===== src/design/ex_consts.svh =====
`ifndef EX_CONSTS_SVH
`define EX_CONSTS_SVH

`define EX_LANES        3              // issue lanes and bus lanes
`define EX_XLEN         32
`define EX_TAG_BITS     5              // rob tag width
`define EX_MULT_STAGES  4
`define EX_SLOTS        (2 * `EX_LANES) // mult slots first, then alu slots

// alu opcodes
`define ALU_ADD   4'd0
`define ALU_SUB   4'd1
`define ALU_AND   4'd2
`define ALU_OR    4'd3
`define ALU_XOR   4'd4
`define ALU_SLT   4'd5
`define ALU_SLTU  4'd6
`define ALU_SLL   4'd7
`define ALU_SRL   4'd8
`define ALU_SRA   4'd9

// multiplier opcodes
`define MUL_LO    4'd0
`define MUL_HI    4'd1
`define MUL_HSU   4'd2
`define MUL_HU    4'd3

`endif


===== src/design/ex_pkg.sv =====
`include "ex_consts.svh"

package ex_pkg;

    // operand and result word
    typedef logic [`EX_XLEN-1:0] data_t;

    // reorder buffer tag
    typedef logic [`EX_TAG_BITS-1:0] tag_t;

    // opcode, meaning depends on the target unit
    typedef logic [3:0] op_t;

    // target unit: 0 alu, 1 multiplier
    typedef logic fu_kind_t;

endpackage


===== src/design/mult_unit.sv =====
`timescale 1ns/1ps
`include "ex_consts.svh"

module mult_unit (
    input  logic          clock,
    input  logic          reset,
    input  logic          clear_i,
    input  logic          start_i,
    input  ex_pkg::op_t   op_i,
    input  ex_pkg::data_t a_i,
    input  ex_pkg::data_t b_i,
    input  ex_pkg::tag_t  tag_i,
    input  logic          take_i,
    output logic          ready_o,
    output logic          done_valid_o,
    output ex_pkg::tag_t  done_tag_o,
    output ex_pkg::data_t done_value_o
);

    import ex_pkg::*;

    localparam int STAGES    = `EX_MULT_STAGES;
    localparam int PROD_BITS = 2 * `EX_XLEN;
    localparam int CHUNK     = `EX_XLEN / STAGES;  // b bits folded in per stage

    logic [STAGES-1:0]    vld;
    tag_t                 tag_q  [STAGES];
    op_t                  op_q   [STAGES];
    logic [PROD_BITS-1:0] prod_q [STAGES];
    logic [PROD_BITS-1:0] a_q    [STAGES-1];  // extended operands, not needed in last stage
    logic [PROD_BITS-1:0] b_q    [STAGES-1];

    logic                 a_signed;
    logic                 b_signed;
    logic [PROD_BITS-1:0] a_ext;
    logic [PROD_BITS-1:0] b_ext;
    logic                 freeze;
    logic                 accept;

    // a times one slice of b, placed at the slice position
    // the last slice takes all upper bits so the sign extension is covered
    function automatic logic [PROD_BITS-1:0] partial(input logic [PROD_BITS-1:0] a,
                                                     input logic [PROD_BITS-1:0] b,
                                                     input int s);
        logic [PROD_BITS-1:0] chunk;
        chunk = b >> (s * CHUNK);
        if (s < STAGES - 1) begin
            chunk = chunk & ((PROD_BITS'(1) << CHUNK) - PROD_BITS'(1));
        end
        return (a * chunk) << (s * CHUNK);
    endfunction

    always_comb begin
        a_signed = (op_i == `MUL_LO) || (op_i == `MUL_HI) || (op_i == `MUL_HSU);
        b_signed = (op_i == `MUL_LO) || (op_i == `MUL_HI);
        a_ext    = {{`EX_XLEN{a_signed & a_i[`EX_XLEN-1]}}, a_i};
        b_ext    = {{`EX_XLEN{b_signed & b_i[`EX_XLEN-1]}}, b_i};
    end

    // whole pipe stops while the last result waits for its slot
    assign freeze  = vld[STAGES-1] & ~take_i;
    assign ready_o = ~freeze;
    assign accept  = start_i & ready_o;

    always_ff @(posedge clock) begin
        if (reset || clear_i) begin
            vld <= '0;
        end else if (!freeze) begin
            vld <= {vld[STAGES-2:0], accept};
        end
    end

    always_ff @(posedge clock) begin
        if (!freeze) begin
            tag_q[0]  <= tag_i;
            op_q[0]   <= op_i;
            a_q[0]    <= a_ext;
            b_q[0]    <= b_ext;
            prod_q[0] <= partial(a_ext, b_ext, 0);
            for (int s = 1; s < STAGES; s++) begin
                tag_q[s]  <= tag_q[s-1];
                op_q[s]   <= op_q[s-1];
                prod_q[s] <= prod_q[s-1] + partial(a_q[s-1], b_q[s-1], s);
            end
            for (int s = 1; s < STAGES - 1; s++) begin
                a_q[s] <= a_q[s-1];
                b_q[s] <= b_q[s-1];
            end
        end
    end

    assign done_valid_o = vld[STAGES-1];
    assign done_tag_o   = tag_q[STAGES-1];
    // low word only for MUL_LO, the high variants differ only in extension
    assign done_value_o = (op_q[STAGES-1] == `MUL_LO) ? prod_q[STAGES-1][`EX_XLEN-1:0]
                                                      : prod_q[STAGES-1][PROD_BITS-1:`EX_XLEN];

endmodule


===== config.mk =====
export PLATFORM = sky130hd
export DESIGN_NAME = mult_unit
export DESIGN_NICKNAME = d
export VERILOG_FILES = /design/src/design/ex_pkg.sv /design/src/design/mult_unit.sv
export VERILOG_INCLUDE_DIRS = /design/src /design/src/design
export SDC_FILE = /design/constraint.sdc
export NUM_CORES = 2
export LEC_CHECK = 0
export BUFFER_PORTS_ARGS = -buffer_cell sky130_fd_sc_hd__buf_2
export CORE_MARGIN = 4
export CORE_UTILIZATION = 40
export DETAILED_ROUTE_END_ITERATION = 12
export PLACE_DENSITY = 0.53
export REMOVE_ABC_BUFFERS = 1
export SYNTH_ARGS = -nofsm -noshare
export SYNTH_HDL_FRONTEND = slang
export SYNTH_SLANG_ARGS = --single-unit

===== constraint.sdc =====
create_clock -name clock -period 16.4 [get_ports clock]
set_clock_uncertainty 0.1 [all_clocks]
set_input_delay 3.28 -clock clock [delete_from_list [all_inputs] [get_ports clock]]
set_output_delay 3.28 -clock clock [all_outputs]
set_load 0.005 [all_outputs]

==> qor.csv <==
stage,metric,value,unit
synth,share of flip-flops with an asynchronous set or reset,0,
synth,"flops & latches, synth",446,
synth,Synth area leader,fa_1,
setup_path,CP Capture Type,flip-flop,
clock_network,Post-CTS Repair Setup Buffers,0,
synth,Synth top area share,0.310,
drt,DRC,0,
finish,Final nets,9673,
setup_path,Crit Path Max Fanout,19,
setup_path,FF-to-FF setup slack,6.18,ns
setup_path,reg2reg path depth,35,
finish,post-route cell area,79300,um^2
synth,Mapped Area,73900,um^2
placement,Placer Congestion,0.895,
sta,Final Cycle Share,0.625,
setup_path,Worst R2R Start,a_q[0][131],
synth,Post-Synthesis Cells,7373,
sta,fmax,97.6,MHz
clock_network,Worst-path clk slew,0.06,ns
drt,drt total wl,180,mm
drt,wire per inst,18.1,um
finish,# fillers,17800,
global_route,initial antenna violation count,8,
synth,sequential area share after synthesis,0.181,
finish,footprint of the multi-input gates,53200,um^2
finish,Reg area,13400,um^2
sta,Final setup violation count,0,
setup_path,highest-delay cell along the critical path,a211oi_2,
run_status,status,"finished, final reports clean",
sta,Setup TNS,0,ns
sta,max-slew violations,0,
setup_path,end of the worst register-to-register path,prod_q[3][61],
setup_path,Worst setup SP type,primary input,
synth,"top cells by count, synth","1,831 x inv_1, 1,143 x fa_1, 1,000 x ha_1, 826 x and2_1, 442 x edfxtp_1",
placement,number of port buffers,116,
sta,Hold Fails Final Rpt,0,
flow_run,max_cap viols,0,
drt,via count,48500,
placement,HPWL Detailed,153,mm
finish,final std cells w/o fill,9963,
finish,fraction of layout cells with a size suffix above 1,0.0506,
setup_path,Most Frequent Cell on Critical Path,fa_1,
placement,DP Cell Count,9859,
global_route,first-pass GRT wire length,291,mm
setup_path,critical path class,in2reg,
drt,starting DRC count in detailed routing,2026,
synth,Syn Area/Cell,10.0,um^2
clock_network,Clock Path Buffers,3,
die,Starting Density,0.403,
setup_path,CP top delay family,adder cells,
clock_network,number of H-tree levels,2,
die,Die Area,192000,um^2
synth,dominant cells by area after synthesis,"fa_1 31%, edfxtp_1 18%, ha_1 17%, inv_1 9.3%, and2_1 7.0%",
sta,Slew headroom,0.389,
synth,warning count from the yosys run,0,
finish,Syn-to-layout area delta,7.31,%
min_path,hold path cells,0,
clock_network,Resized Gates After CTS,0,
drt,drt first pass iters,5,
setup_path,critical path buffer and inverter count,6,
die,core footprint,183000,um^2
global_route,largest net degree at the start of global routing,120,
synth,Post-synth EDFFs,442,
clock_network,CTS tree,yes,
die,Ports,117,
min_path,worst hold endpoint,prod_q[2][8],
global_route,gr ovfl total,0,
setup_path,worst endpoint required time,16.75,ns
drt,Final ANT Viol Nets,0,
placement,DP Area,77400,um^2
clock_network,CTS root buf,clkbuf_16,
sta,Worst Tran Pin Value,0.914,ns
drt,via/cell ratio,4.87,
setup_path,WP data arrival,10.60,ns
die,Rows,157,
min_path,origin of the worst min-delay path,prod_q[1][8],
clock_network,Worst-Skew Late Latency,0.73,ns
global_route,GRT Util Overall,0.192,
setup_path,Crit path largest cell delay,0.77,ns
sta,RSZ-0062 raised after global routing,no,
clock_network,Sink Count,446,
clock_network,CTS Buf Count,55,
min_path,Hold Path Class,reg2reg,
synth,"count leader, synth",inv_1,
sta,Final Critical Period,10.25,ns
global_route,vias in the first global route,52400,
synth,Unique masters post-synth,100,
die,die height,438,um
clock_network,cts hold-fix bufs,0,
die,Die Wd,438,um
synth,top_reg_cell synth,edfxtp_1,
-- layout make-up --
class / instances / area share
Antenna cell: 3 / 0.0000947
Clock buffer: 61 / 0.0176
Clock inverter: 40 / 0.00647
Inverter: 1833 / 0.0869
Multi-Input combinational cell: 4962 / 0.671
Sequential cell: 446 / 0.168
Tap cell: 2464 / 0.0389
Timing Repair Buffer: 154 / 0.0111
-- routing by layer --
layer	vias to the layer above	track usage	wire, um
li1	23200	-	-
met1	24600	0.262	83800
met2	556	0.335	88100
met3	164	0.0140	4140
met4	0	0.0430	4160
met5	-	0	0
-- cells in the final DEF (no fill, tap or decap), types with 156 or more instances in the layout --
cell	instances
ha_1	1000
nand2_1	387
a21o_1	156
inv_1	1830
nor2_1	169
and2_1	826
a21oi_1	254
fa_1	1143
edfxtp_1	442
xnor2_1	226
-- logic make-up (layout without fill, tap and decap cells) --
kind of cell | count (synthesis) | after routing | synth area share
other | 0 | 3 | 0
AOI/OAI and AO/OA | 827 | 827 | 0.0770
and+or+nand+nor | 1635 | 1635 | 0.120
buffers and inverters | 1965 | 2088 | 0.0999
muxes | 36 | 36 | 0.00542
adders and majority gates | 2146 | 2146 | 0.479
xor gates and xnor gates | 318 | 318 | 0.0379
DFF | 446 | 446 | 0.181
-- worst max path at each step --
stage,startpoint,endpoint,slack [ns],depth (start not counted)
CTS,op_i[1],prod_q[0][48],6.16,27
finish,op_i[1],prod_q[0][50],6.15,27
global route,a_q[0][17],prod_q[1][63],5.65,39
floorplan,take_i,ready_o,1.10,2
detailed placement,op_i[1],prod_q[0][48],5.36,27
global placement,op_i[1],prod_q[0][48],5.42,27
-- metrics by stage --
stage	hold slack, ns	setup WS, ns	utilization
after floorplan	0.300	1.10	-
after global placement	0.301	5.42	0.422
after detailed placement	0.305	5.36	0.422
after CTS	0.304	6.16	0.433
after global routing	0.307	5.65	0.433
final	0.303	6.15	0.433
-- flip-flops by register name, summed over array words and instances, names as in the netlist --
| name | count |
|---|---|
| op_q | 16 |
| b_q | 51 |
| a_q | 99 |
| prod_q | 256 |
| vld | 4 |
| tag_q | 20 |
Power is not shown: default switching activity piles up to over one toggle a cycle in this logic, so the estimate is an artifact.
