File: config.mk
export PLATFORM = sky130hd
export DESIGN_NAME = complete_buffer
export DESIGN_NICKNAME = d
export VERILOG_FILES = /design/src/design/ex_pkg.sv /design/src/design/complete_buffer.sv
export VERILOG_INCLUDE_DIRS = /design/src /design/src/design
export SDC_FILE = /design/constraint.sdc
export NUM_CORES = 1
export LEC_CHECK = 0
export ABC_AREA = 0
export BUFFER_PORTS_ARGS = -buffer_cell sky130_fd_sc_hd__buf_2
export CAP_MARGIN = 0
export CORE_AREA = 2 2 161 163
export DETAILED_ROUTE_END_ITERATION = 6
export DIE_AREA = 0 0 163 165
export PLACE_DENSITY = 0.86
export SYNTH_ARGS = -nofsm -noshare
export SYNTH_HDL_FRONTEND = slang
export SYNTH_SLANG_ARGS = --single-unit
File: constraint.sdc
create_clock -name clock -period 8.8 [get_ports clock]
set_input_delay 0.44 -clock clock [delete_from_list [all_inputs] [get_ports clock]]
set_output_delay 0.44 -clock clock [all_outputs]
set_load 0.01 [all_outputs]
File: src/design/ex_consts.svh
`ifndef EX_CONSTS_SVH
`define EX_CONSTS_SVH

`define EX_LANES        3              // issue lanes and bus lanes
`define EX_XLEN         32
`define EX_TAG_BITS     5              // rob tag width
`define EX_MULT_STAGES  4
`define EX_SLOTS        (2 * `EX_LANES) // mult slots first, then alu slots

// alu opcodes
`define ALU_ADD   4'd0
`define ALU_SUB   4'd1
`define ALU_AND   4'd2
`define ALU_OR    4'd3
`define ALU_XOR   4'd4
`define ALU_SLT   4'd5
`define ALU_SLTU  4'd6
`define ALU_SLL   4'd7
`define ALU_SRL   4'd8
`define ALU_SRA   4'd9

// multiplier opcodes
`define MUL_LO    4'd0
`define MUL_HI    4'd1
`define MUL_HSU   4'd2
`define MUL_HU    4'd3

`endif

File: src/design/ex_pkg.sv
`include "ex_consts.svh"

package ex_pkg;

    // operand and result word
    typedef logic [`EX_XLEN-1:0] data_t;

    // reorder buffer tag
    typedef logic [`EX_TAG_BITS-1:0] tag_t;

    // opcode, meaning depends on the target unit
    typedef logic [3:0] op_t;

    // target unit: 0 alu, 1 multiplier
    typedef logic fu_kind_t;

endpackage

File: src/design/complete_buffer.sv
`timescale 1ns/1ps
`include "ex_consts.svh"

module complete_buffer (
    input  logic                          clock,
    input  logic                          reset,
    input  logic                          clear_i,
    // one slot per unit
    input  logic          [`EX_SLOTS-1:0] done_valid_i,
    input  ex_pkg::tag_t  [`EX_SLOTS-1:0] done_tag_i,
    input  ex_pkg::data_t [`EX_SLOTS-1:0] done_value_i,
    output logic          [`EX_SLOTS-1:0] take_o,
    // registered bus
    output logic          [`EX_LANES-1:0] cdb_valid_o,
    output ex_pkg::tag_t  [`EX_LANES-1:0] cdb_tag_o,
    output ex_pkg::data_t [`EX_LANES-1:0] cdb_value_o
);

    import ex_pkg::*;

    logic  [`EX_SLOTS-1:0] slot_vld;
    tag_t                  slot_tag [`EX_SLOTS];
    data_t                 slot_val [`EX_SLOTS];

    logic  [`EX_SLOTS-1:0] occupied;   // held entries plus this cycle's fills
    tag_t                  ent_tag [`EX_SLOTS];
    data_t                 ent_val [`EX_SLOTS];
    logic  [`EX_SLOTS-1:0] drain;

    logic  [`EX_LANES-1:0] bus_vld_n;
    tag_t  [`EX_LANES-1:0] bus_tag_n;
    data_t [`EX_LANES-1:0] bus_val_n;

    // a unit hands over only into an empty slot
    assign take_o   = done_valid_i & ~slot_vld;
    assign occupied = slot_vld | take_o;

    // held entry wins, otherwise the incoming one
    always_comb begin
        for (int s = 0; s < `EX_SLOTS; s++) begin
            ent_tag[s] = slot_vld[s] ? slot_tag[s] : done_tag_i[s];
            ent_val[s] = slot_vld[s] ? slot_val[s] : done_value_i[s];
        end
    end

    // lowest occupied slots go out first, lane 0 gets the lowest
    always_comb begin
        int picked;
        picked    = 0;
        drain     = '0;
        bus_vld_n = '0;
        bus_tag_n = '0;
        bus_val_n = '0;
        for (int s = 0; s < `EX_SLOTS; s++) begin
            if (occupied[s] && picked < `EX_LANES) begin
                drain[s]          = 1'b1;
                bus_vld_n[picked] = 1'b1;
                bus_tag_n[picked] = ent_tag[s];
                bus_val_n[picked] = ent_val[s];
                picked            = picked + 1;
            end
        end
    end

    always_ff @(posedge clock) begin
        if (reset || clear_i) begin
            slot_vld    <= '0;
            cdb_valid_o <= '0;
        end else begin
            slot_vld    <= occupied & ~drain;  // leftovers wait for a free lane
            cdb_valid_o <= bus_vld_n;
        end
    end

    always_ff @(posedge clock) begin
        for (int s = 0; s < `EX_SLOTS; s++) begin
            if (take_o[s]) begin
                slot_tag[s] <= done_tag_i[s];
                slot_val[s] <= done_value_i[s];
            end
        end
        cdb_tag_o   <= bus_tag_n;
        cdb_value_o <= bus_val_n;
    end

endmodule

==> results.json <==
{
  "tightest_slew_ns": 1.29,
  "synth.most_common_cell": "mux2_2",
  "cp_data_arrival_time_ns": 7.04,
  "p_comb_frac": 0.248,
  "critPathLaunch": "done_valid_i[0]",
  "cts_tree": "yes",
  "grt_use_total": 0.327,
  "fin_setup_tns_ns": 0,
  "cp_num_buf_inv": 6,
  "ctsRootBufferMaster": "clkbuf_16",
  "drt_iter0_drc": 1450,
  "grt_pass1_vias": 12565,
  "start_util": 0.557,
  "grt_max_degree": 80,
  "port-buffer-count": 350,
  "ys_ff_latch": 266,
  "max_slew_margin": 0.140,
  "core_um2": 25000,
  "cts.sinks": 266,
  "worstPathRequired_ns": 9.25,
  "wire_per_inst_um": 25.2,
  "vias_per_cell": 6.67,
  "area_growth_pct": 21.0,
  "post-route-min-period_ns": 6.60,
  "crit_chain": "buf_2 -> inv_1 -> ha_2 -> inv_1 -> a22oi_1 -> inv_1 -> ha_1 -> o21ba_1 -> xnor2_4 -> inv_2 -> ha_1 -> inv_1 -> ha_1 -> o21ai_2 -> nor2_4 -> a21o_2 -> o221ai_1 -> mux2_2",
  "setup_viol": 0,
  "seqCellArea_um2": 6810,
  "fillers": 1782,
  "synth_top_area_cell": "edfxtp_1",
  "hold_class": "in -> reg",
  "p_total_uw": 3770,
  "clk_latency_ns": 0.56,
  "outcome": "finished with violations",
  "final_net_count": 1710,
  "power_frac_clock": 0.340,
  "synthArstFlopShare": 0,
  "crit_slowest_cell": "nor2_4",
  "num_rows": 58,
  "cts-resized-gates": 0,
  "min_from": "done_value_i[99]",
  "antenna_found_initial": 6,
  "clock_path_buffers": 3,
  "power_switching_uw": 1090,
  "fin_cells": 1823,
  "dp.cells": 1763,
  "routabilityCongestion": 0.837,
  "path_max_fanout": 46,
  "yosys.cell_types.count": 53,
  "syn_area_per_cell_um2": 11.9,
  "ant_nets": 0,
  "skew_ns": 0.0190,
  "finalCritPeriodShare": 0.749,
  "drtPass1Iterations": 7,
  "overflow": 0,
  "hpwlAfterDp_um": 29200,
  "reg2reg_from": "slot_vld[2]",
  "crit_type": "in -> reg",
  "via_count": 12165,
  "cellLeakagePower_uw": 0.00701,
  "pwr_density_cell_nw_per_um2": 223,
  "holdBufCountCts": 0,
  "fin_area_um2": 16900,
  "grt_pass1_wl_um": 67600,
  "routed_wl_um": 46000,
  "clk_pin_slew_ns": 0.06,
  "violations": "design-rule violations",
  "ir_worst_vdd_v": 0.000158,
  "post_synth_inst_count": 1170,
  "max_cap_viol_count": 0,
  "crit_top_cell": "inv_1",
  "die_y_um": 165,
  "path_delay_family": "compound AO/OA/AOI/OAI gates",
  "rsz0062_at_grt": "false",
  "ys.flop_type": "edfxtp_1",
  "post-route-drc-count": 53,
  "max_stage_delay_ns": 0.96,
  "cp-end-kind": "flip-flop",
  "h-tree-depth": 1,
  "io_pins": 351,
  "yosys-top-cells-area": "edfxtp_1 (32%), mux2_2 (18%), dfxtp_1 (17%)",
  "report.final.slew_viol_count": 0,
  "final_layout_size_suffix_gt1_frac": 0.471,
  "netlist.area_leader.share": 0.319,
  "timing.fmax_ghz": 0.152,
  "power_frac_seq": 0.412,
  "p_sw_frac": 0.289,
  "postCtsSetupBuffers": 0,
  "synth_common_cells": "mux2_2 (217), edfxtp_1 (148), dfxtp_1 (118), nor2_1 (79), clkbuf_1 (60)",
  "hold_viol_final": 0,
  "yosysSeqAreaShare": 0.488,
  "critPathLaunchType": "input port",
  "synth_edf_count": 148,
  "ys_warn_count": 0,
  "multi_input_area_um2": 6580,
  "internal-power_uw": 2680,
  "cts_buffers": 29,
  "final_util": 0.674,
  "syn_area_um2": 13900,
  "die-area_um2": 26900,
  "fp.dieW_um": 163,
  "place_area_um2": 15900
}
stage by stage:
stage	setup slack, ns	hold WS, ns
final	2.20	0.0623
after global routing	2.02	0.0574
after CTS	2.49	0.0529
after detailed placement	1.96	0.620
after global placement	2.30	0.620
after floorplan	4.57	0.539
worst reg2reg max path, stage by stage (launching register included):
cell	delay (ns)
dfxtp_4	1.05
nor2_4	0.06
inv_2	0.19
fa_1	0.57
ha_1	0.29
o21ba_1	0.57
xnor2_4	0.21
inv_2	0.10
ha_1	0.23
inv_1	0.06
ha_1	0.21
o21ai_2	0.14
nor2_4	0.96
a21o_2	0.82
o221ai_1	0.31
mux2_2	0.34
sequential cells by signal, indices dropped and copies added, names as in the netlist:
| name | cells |
|---|---|
| slot_val | 128 |
| cdb_value_o | 96 |
| slot_tag | 20 |
| cdb_tag_o | 15 |
| slot_vld | 4 |
| cdb_valid_o | 3 |
layout by cell type (no fill, tap or decap), types with 4 or more instances in the layout:
master | netlist | routed
a21oi_1 | 39 | 39
a221oi_1 | 35 | 35
a222oi_1 | 35 | 35
a22o_1 | 35 | 35
a22oi_1 | 40 | 40
buf_2 | 18 | 350
buf_4 | 6 | 17
bufinv_16 | 0 | 4
clkbuf_1 | 60 | 6
clkbuf_16 | 0 | 29
clkbuf_8 | 0 | 5
clkinv_2 | 0 | 7
dfxtp_1 | 118 | 114
diode_2 | 0 | 6
edfxtp_1 | 148 | 148
ha_1 | 14 | 13
inv_1 | 47 | 47
mux2_2 | 217 | 217
mux2_4 | 38 | 38
mux2i_1 | 5 | 5
nand2_1 | 47 | 44
nor2_1 | 79 | 78
nor2b_4 | 0 | 6
nor3_1 | 4 | 4
o211ai_1 | 5 | 5
o21ai_0 | 8 | 8
o21bai_1 | 37 | 37
o221ai_1 | 38 | 38
o22ai_1 | 36 | 36
cells by family after synthesis:
logic type,after synthesis,synth area share
AOI/OAI and AO/OA,325,0.182
DFF,266,0.488
muxes,262,0.221
buffers and inverters,154,0.0490
and+or+nand+nor,146,0.0429
adders and majority gates,15,0.0140
other,1,0.000269
xor gates and xnor gates,1,0.00197
power by group through the flow:
stage | sequential (uW) | clock [uW] | combinational (uW)
after global placement | 1580 | 0 | 880
after detailed placement | 1580 | 0 | 910
after floorplan | 1630 | 0 | 510
after CTS | 1550 | 1280 | 920
after global routing | 1560 | 1330 | 989
final | 1560 | 1280 | 934
layout make-up:
| class | instances | area share |
|---|---|---|
| antenna | 6 | 0.000890 |
| clock buffer | 40 | 0.0484 |
| clock inverter | 14 | 0.0104 |
| inverter | 49 | 0.0109 |
| multi-input combinational | 751 | 0.390 |
| sequential | 266 | 0.404 |
| tap | 330 | 0.0245 |
| timing repair buffer | 367 | 0.111 |
metal layers:
layer	wire length (um)	GRT usage	vias to the layer above
met5	27	0	-
met4	2630	0.196	4
met3	5330	0.0693	262
met2	21400	0.538	1035
met1	16600	0.396	5708
li1	-	-	5156
path summary, 6_finish.rpt:
path                                   endpoint  slack, ns  cells past startpoint
worst max-delay path            cdb_value_o[11]       2.20                     18
worst min-delay path             slot_val[3][3]       0.06                      1
worst max register to register  cdb_value_o[11]       2.60                     15
worst min register to register  cdb_value_o[93]       0.64                      2
(Power assumes the default switching activity.)
