## config.mk

```make
export PLATFORM = sky130hd
export DESIGN_NAME = alu_unit
export DESIGN_NICKNAME = d
export VERILOG_FILES = /design/src/design/ex_pkg.sv /design/src/design/alu_unit.sv
export VERILOG_INCLUDE_DIRS = /design/src /design/src/design
export SDC_FILE = /design/constraint.sdc
export NUM_CORES = 1
export LEC_CHECK = 0
export ABC_AREA = 1
export BUFFER_PORTS_ARGS = -buffer_cell sky130_fd_sc_hd__buf_4
export CAP_MARGIN = 20
export CELL_PAD_IN_SITES_DETAIL_PLACEMENT = 0
export CELL_PAD_IN_SITES_GLOBAL_PLACEMENT = 1
export CORE_ASPECT_RATIO = 0.7
export CORE_MARGIN = 2
export CORE_UTILIZATION = 35
export CTS_CLUSTER_SIZE = 12
export DETAILED_ROUTE_END_ITERATION = 12
export GPL_ROUTABILITY_DRIVEN = 0
export GPL_TIMING_DRIVEN = 1
export PLACE_DENSITY_LB_ADDON = 0.1
export SLEW_MARGIN = 20
export SYNTH_ARGS = -nofsm -noshare
export SYNTH_HDL_FRONTEND = slang
export SYNTH_SLANG_ARGS = --single-unit
export TNS_END_PERCENT = 50
```

## constraint.sdc

```tcl
create_clock -name clock -period 4.5 [get_ports clock]
set_input_delay 0.45 -clock clock [delete_from_list [all_inputs] [get_ports clock]]
set_output_delay 0.45 -clock clock [all_outputs]
set_load 0.01 [all_outputs]
```

## src/design/ex_consts.svh

```systemverilog
`ifndef EX_CONSTS_SVH
`define EX_CONSTS_SVH

`define EX_LANES        3              // issue lanes and bus lanes
`define EX_XLEN         32
`define EX_TAG_BITS     5              // rob tag width
`define EX_MULT_STAGES  4
`define EX_SLOTS        (2 * `EX_LANES) // mult slots first, then alu slots

// alu opcodes
`define ALU_ADD   4'd0
`define ALU_SUB   4'd1
`define ALU_AND   4'd2
`define ALU_OR    4'd3
`define ALU_XOR   4'd4
`define ALU_SLT   4'd5
`define ALU_SLTU  4'd6
`define ALU_SLL   4'd7
`define ALU_SRL   4'd8
`define ALU_SRA   4'd9

// multiplier opcodes
`define MUL_LO    4'd0
`define MUL_HI    4'd1
`define MUL_HSU   4'd2
`define MUL_HU    4'd3

`endif

```

## src/design/ex_pkg.sv

```systemverilog
`include "ex_consts.svh"

package ex_pkg;

    // operand and result word
    typedef logic [`EX_XLEN-1:0] data_t;

    // reorder buffer tag
    typedef logic [`EX_TAG_BITS-1:0] tag_t;

    // opcode, meaning depends on the target unit
    typedef logic [3:0] op_t;

    // target unit: 0 alu, 1 multiplier
    typedef logic fu_kind_t;

endpackage

```

## src/design/alu_unit.sv

```systemverilog
`timescale 1ns/1ps
`include "ex_consts.svh"

module alu_unit (
    input  logic          clock,
    input  logic          reset,
    input  logic          clear_i,
    input  logic          start_i,
    input  ex_pkg::op_t   op_i,
    input  ex_pkg::data_t a_i,
    input  ex_pkg::data_t b_i,
    input  ex_pkg::tag_t  tag_i,
    input  logic          take_i,
    output logic          ready_o,
    output logic          done_valid_o,
    output ex_pkg::tag_t  done_tag_o,
    output ex_pkg::data_t done_value_o
);

    import ex_pkg::*;

    localparam int SHAMT_BITS = $clog2(`EX_XLEN);

    data_t                 result;
    logic [SHAMT_BITS-1:0] shamt;
    logic                  accept;

    assign shamt = b_i[SHAMT_BITS-1:0];  // low bits of b only

    // free output register, or the buffer empties it this cycle
    assign ready_o = ~done_valid_o | take_i;
    assign accept  = start_i & ready_o;   // issues to a busy unit are dropped

    always_comb begin
        case (op_i)
            `ALU_ADD:  result = a_i + b_i;
            `ALU_SUB:  result = a_i - b_i;
            `ALU_AND:  result = a_i & b_i;
            `ALU_OR:   result = a_i | b_i;
            `ALU_XOR:  result = a_i ^ b_i;
            `ALU_SLT:  result = data_t'($signed(a_i) < $signed(b_i));
            `ALU_SLTU: result = data_t'(a_i < b_i);
            `ALU_SLL:  result = a_i << shamt;
            `ALU_SRL:  result = a_i >> shamt;
            `ALU_SRA:  result = $signed(a_i) >>> shamt;  // sign fill
            default:   result = '0;
        endcase
    end

    always_ff @(posedge clock) begin
        if (reset || clear_i) begin
            done_valid_o <= 1'b0;
        end else if (accept) begin
            done_valid_o <= 1'b1;   // new result replaces a taken one
        end else if (take_i) begin
            done_valid_o <= 1'b0;
        end
    end

    // result payload, held until the next accepted start
    always_ff @(posedge clock) begin
        if (accept) begin
            done_tag_o   <= tag_i;
            done_value_o <= result;
        end
    end

endmodule

```

==> summary.md <==
| Metric | Value |
|---|---|
| Top flip-flop cell by instance count after synthesis | sky130_fd_sc_hd__edfxtp_1 |
| Maximum clock frequency | 320.6 MHz |
| Switch Pwr | roughly 1.2 mW |
| Pint | 1.150 mW |
| Number of maximum-capacitance violations | 0 |
| Kind of end point of the critical path | flop |
| Final max-slew violation count | 0 |
| Final cell area excluding filler cells | 0.01244 sq mm |
| Max IR drop VDD | 0.1539 mV |
| Sequential element share of the synthesized area | 0.1017 |
| Wire length after detailed routing | roughly 58000 microns |
| Average size of a mapped cell | between 5 and 6 sq um |
| Total number of H-tree levels | 2 |
| Wire length per cell | 22.18 microns |
| Clock network fraction of total power | 0.226 |
| Run status | finished clean |
| Hold violation total from the final report | 0 |
| Initial standard-cell utilization of the core | 0.3563 |
| Remaining global-route overflow | 0 |
| Setup_tns | 0 ps |
| Area fraction of the dominant cell type after synthesis | 0.2565 |
| First-pass GRT wire length | ~84000 microns |
| IO buf count | 116 |
| Worst Tran Pin Value | around 760 ps |
| Die Height | about 150 microns |
| Unrepaired setup endpoints after global routing | no |
| Most frequent cell on the critical path | sky130_fd_sc_hd__nand2_1 |
| Number of enable-type register cells in the synthesized netlist | 37 |
| Share of layout cells above drive strength 1 | 0.07418 |
| Post-synth top cells | 760 x sky130_fd_sc_hd__nand2_1, 383 x sky130_fd_sc_hd__nand3_1, 287 x sky130_fd_sc_hd__inv_1 |
| Share of the clock period used by the worst path after layout | 0.6932 |
| Synth Cell Area | about 0.011 sq mm |
| Register share of total power | 0.193 |
| Number of nets produced by synthesis | 2310 |
| First-pass iteration count of the detailed router | 6 |
| Synthesized instance count | 2133 |
| Core Footprint | 0.03121 sq mm |
| Startpoint type of the worst setup path | input port |
| Via count of the first global-routing pass | 12980 |
| Number of remaining DRC errors | 0 |
| Number of buffers inserted by hold repair at cts | 0 |
| Top-count cell post-synth | sky130_fd_sc_hd__nand2_1 |
| Start-to-end type of the worst setup path | in -> reg |
| CTS clock-pin slew for the worst setup and hold paths | around 70 ps |
| Rel. slew slack | 0.4948 |
| Antenna cells | 0 |
| Initial antenna violation count | 0 |
| Overall via count from detail_route | approximately 15000 |
| Final Setup Violations | 0 |
| Leading cell types by total area after synthesis | sky130_fd_sc_hd__nand2_1 26%, sky130_fd_sc_hd__nand3_1 17%, sky130_fd_sc_hd__ha_1 11%, sky130_fd_sc_hd__edfxtp_1 10%, sky130_fd_sc_hd__inv_1 9.7% |
| Share of power burned in combinational logic | 0.581 |
| Worst hold-check path type | in -> reg |
| Post-detailed-route count of antenna-violating nets | 0 |
| Hpwl dp | ~47000 microns |
| Clock tree sinks | 38 |
| Switching Share | 0.5093 |
| Final critical path time including I/O delays and setup | a little over 3000 ps |
| FFs w/ async S/R, synth | 0 |
| Deepest clock path buffer count | 2 |
| Clock buffer count from CTS | 5 |
| Standard cell area after detailed placement | about 0.012 sq mm |
| Net count of the finished layout | around 2400 |
| Clock tree from TritonCTS | built |
| Overall power | around 2.3 mW |
| Post-CTS setup buffer count | 0 |
| Maximum fanout count along the critical path | 44 |
| Synth warnings | 0 |
| Count of instances resized after the clock tree is built | 0 |
| Static leakage power | 6.808 nW |
| Power per cell area | between 150 and 200 mW/mm^2 |
| Pin count of the biggest net entering global routing | 62 |
| Cell row count | 54 |
| Total routing resource utilization after global routing | 0.3396 |
| Clock latency of the later-clocked register in the worst-skew pair | around 320 ps |
| Top cell type by total area after synthesis | sky130_fd_sc_hd__nand2_1 |
| Area delta synth->final | 11.82% |
| Width of the die | around 220 microns |
| I/O pins | 117 |
| Drt initial violations | a little under 2000 |
| Data arrival time of the critical path | ~3200 ps |
| Setup Skew | 4.492 ps |
| Die outline area | 0.03325 sq mm |
| CTS Root Cell | sky130_fd_sc_hd__clkbuf_16 |
| Slowest stage cell on the critical path | sky130_fd_sc_hd__ha_1 |
| Distinct cell type count after synthesis | 43 |
| Series of cell instances along the critical path | buf_4 > inv_2 > ha_1 > nand3_1 > nand3_1 > nand2_1 > nand2_1 > nand2_1 > nand2_1 > nand2_1 > nand2_1 > o21ai_0 > nor2_1 > nand2_1 |
| Count of state elements after synthesis | 38 |
| Critical path's largest stage delay | a little over 400 ps |
| Drt via density | around 5.7 |
| Required @ worst endpoint | between 4000 and 5000 ps |
-- cell type report --
cell class              instances  area [sq um]
flip-flops and latches         38          1131
fillers                      3644         18780
multi-input cells            1711          8484
inverters                     297          1115
clock buffers                   5         125.1
well taps                     420         525.5
clock inverters                 3         68.82
repair buffers                130         988.4
-- per-layer routing --
| layer | vias up | wire [microns] | track usage |
|---|---|---|---|
| li1 | 7018 | - | - |
| met1 | 6740 | 26500 | 0.5202 |
| met2 | 957 | 21630 | 0.4497 |
| met3 | 56 | 8123 | 0.09791 |
| met4 | 0 | 1515 | 0.09035 |
| met5 | - | 0 | 0 |
-- cells in the final DEF (no fill, tap or decap), types with 2 or more instances in the layout --
master,count
sky130_fd_sc_hd__nand2_1,760
sky130_fd_sc_hd__ha_1,97
sky130_fd_sc_hd__nand2_2,2
sky130_fd_sc_hd__o22ai_1,18
sky130_fd_sc_hd__o221ai_1,8
sky130_fd_sc_hd__nor3b_1,2
sky130_fd_sc_hd__nand3b_1,6
sky130_fd_sc_hd__a211oi_1,3
sky130_fd_sc_hd__and2_1,13
sky130_fd_sc_hd__o21bai_1,16
sky130_fd_sc_hd__bufinv_16,2
sky130_fd_sc_hd__buf_4,129
sky130_fd_sc_hd__inv_2,10
sky130_fd_sc_hd__o21ai_1,3
sky130_fd_sc_hd__or2_2,2
sky130_fd_sc_hd__nor2_4,5
sky130_fd_sc_hd__nand3_1,383
sky130_fd_sc_hd__nor3_1,27
sky130_fd_sc_hd__nor4_1,3
sky130_fd_sc_hd__inv_1,286
sky130_fd_sc_hd__nor2_1,158
sky130_fd_sc_hd__nand4_1,36
sky130_fd_sc_hd__clkbuf_16,5
sky130_fd_sc_hd__o21ai_0,62
sky130_fd_sc_hd__a21oi_1,82
sky130_fd_sc_hd__edfxtp_1,37
sky130_fd_sc_hd__o211ai_1,12
sky130_fd_sc_hd__fa_1,2
-- critical path, delay by kind of cell --
family	cells	cell delay (ps)
and+or+nand+nor	10	1570
buffers and inverters	2	640
adders and majority gates	1	410
AOI/OAI and AO/OA	1	80
-- power groups by stage --
stage / Clock (mW) / Sequential (mW) / Combinational (mW)
6_report: 0.529 / 0.452 / 1.36
5_1_grt: 0.545 / 0.455 / 1.48
4_1_cts: 0.534 / 0.452 / 1.31
3_5_place_dp: 0 / 0.459 / 1.31
3_3_place_gp: 0 / 0.460 / 1.31
2_1_floorplan: 0 / 0.466 / 0.799
-- flip-flops by register name (all words and copies together), names as in the netlist --
| signal | count |
|---|---|
| done_tag_o | 5 |
| done_valid_o | 1 |
| done_value_o | 32 |
-- worst paths after layout --
kind	from	to	slack, ps	cells past startpoint
worst max-delay path	b_i[1]	done_value_o[13]	1380	14
worst min-delay path	reset	done_valid_o	290	2
worst max register to register	done_valid_o	done_value_o[0]	3020	2
worst min register to register	done_valid_o	done_valid_o	610	2
-- stage by stage --
step	hold WS, ps	cells	setup WS (ps)	util
after global placement	597.9	2596	1241	0.3923
after CTS	284.6	2604	1551	0.3985
after global routing	293.2	2604	1367	0.3985
after detailed placement	605.1	2596	1218	0.3923
final	286.8	2604	1381	0.3985
after floorplan	526.8	2133	807.2	-
-- cell families (layout without fill, tap and decap cells) --
logic type                 count (synthesis)  after routing  synth area share
AOI/OAI and AO/OA                        209            209            0.1073
buffers and inverters                    384            435            0.1366
muxes                                      1              1         0.0008999
adders and majority gates                 99             99            0.1127
and+or+nand+nor                         1401           1401            0.5400
xor gates and xnor gates                   1              1         0.0007875
DFF                                       38             38            0.1017
Note: power is estimated with default switching activity, not from simulation.
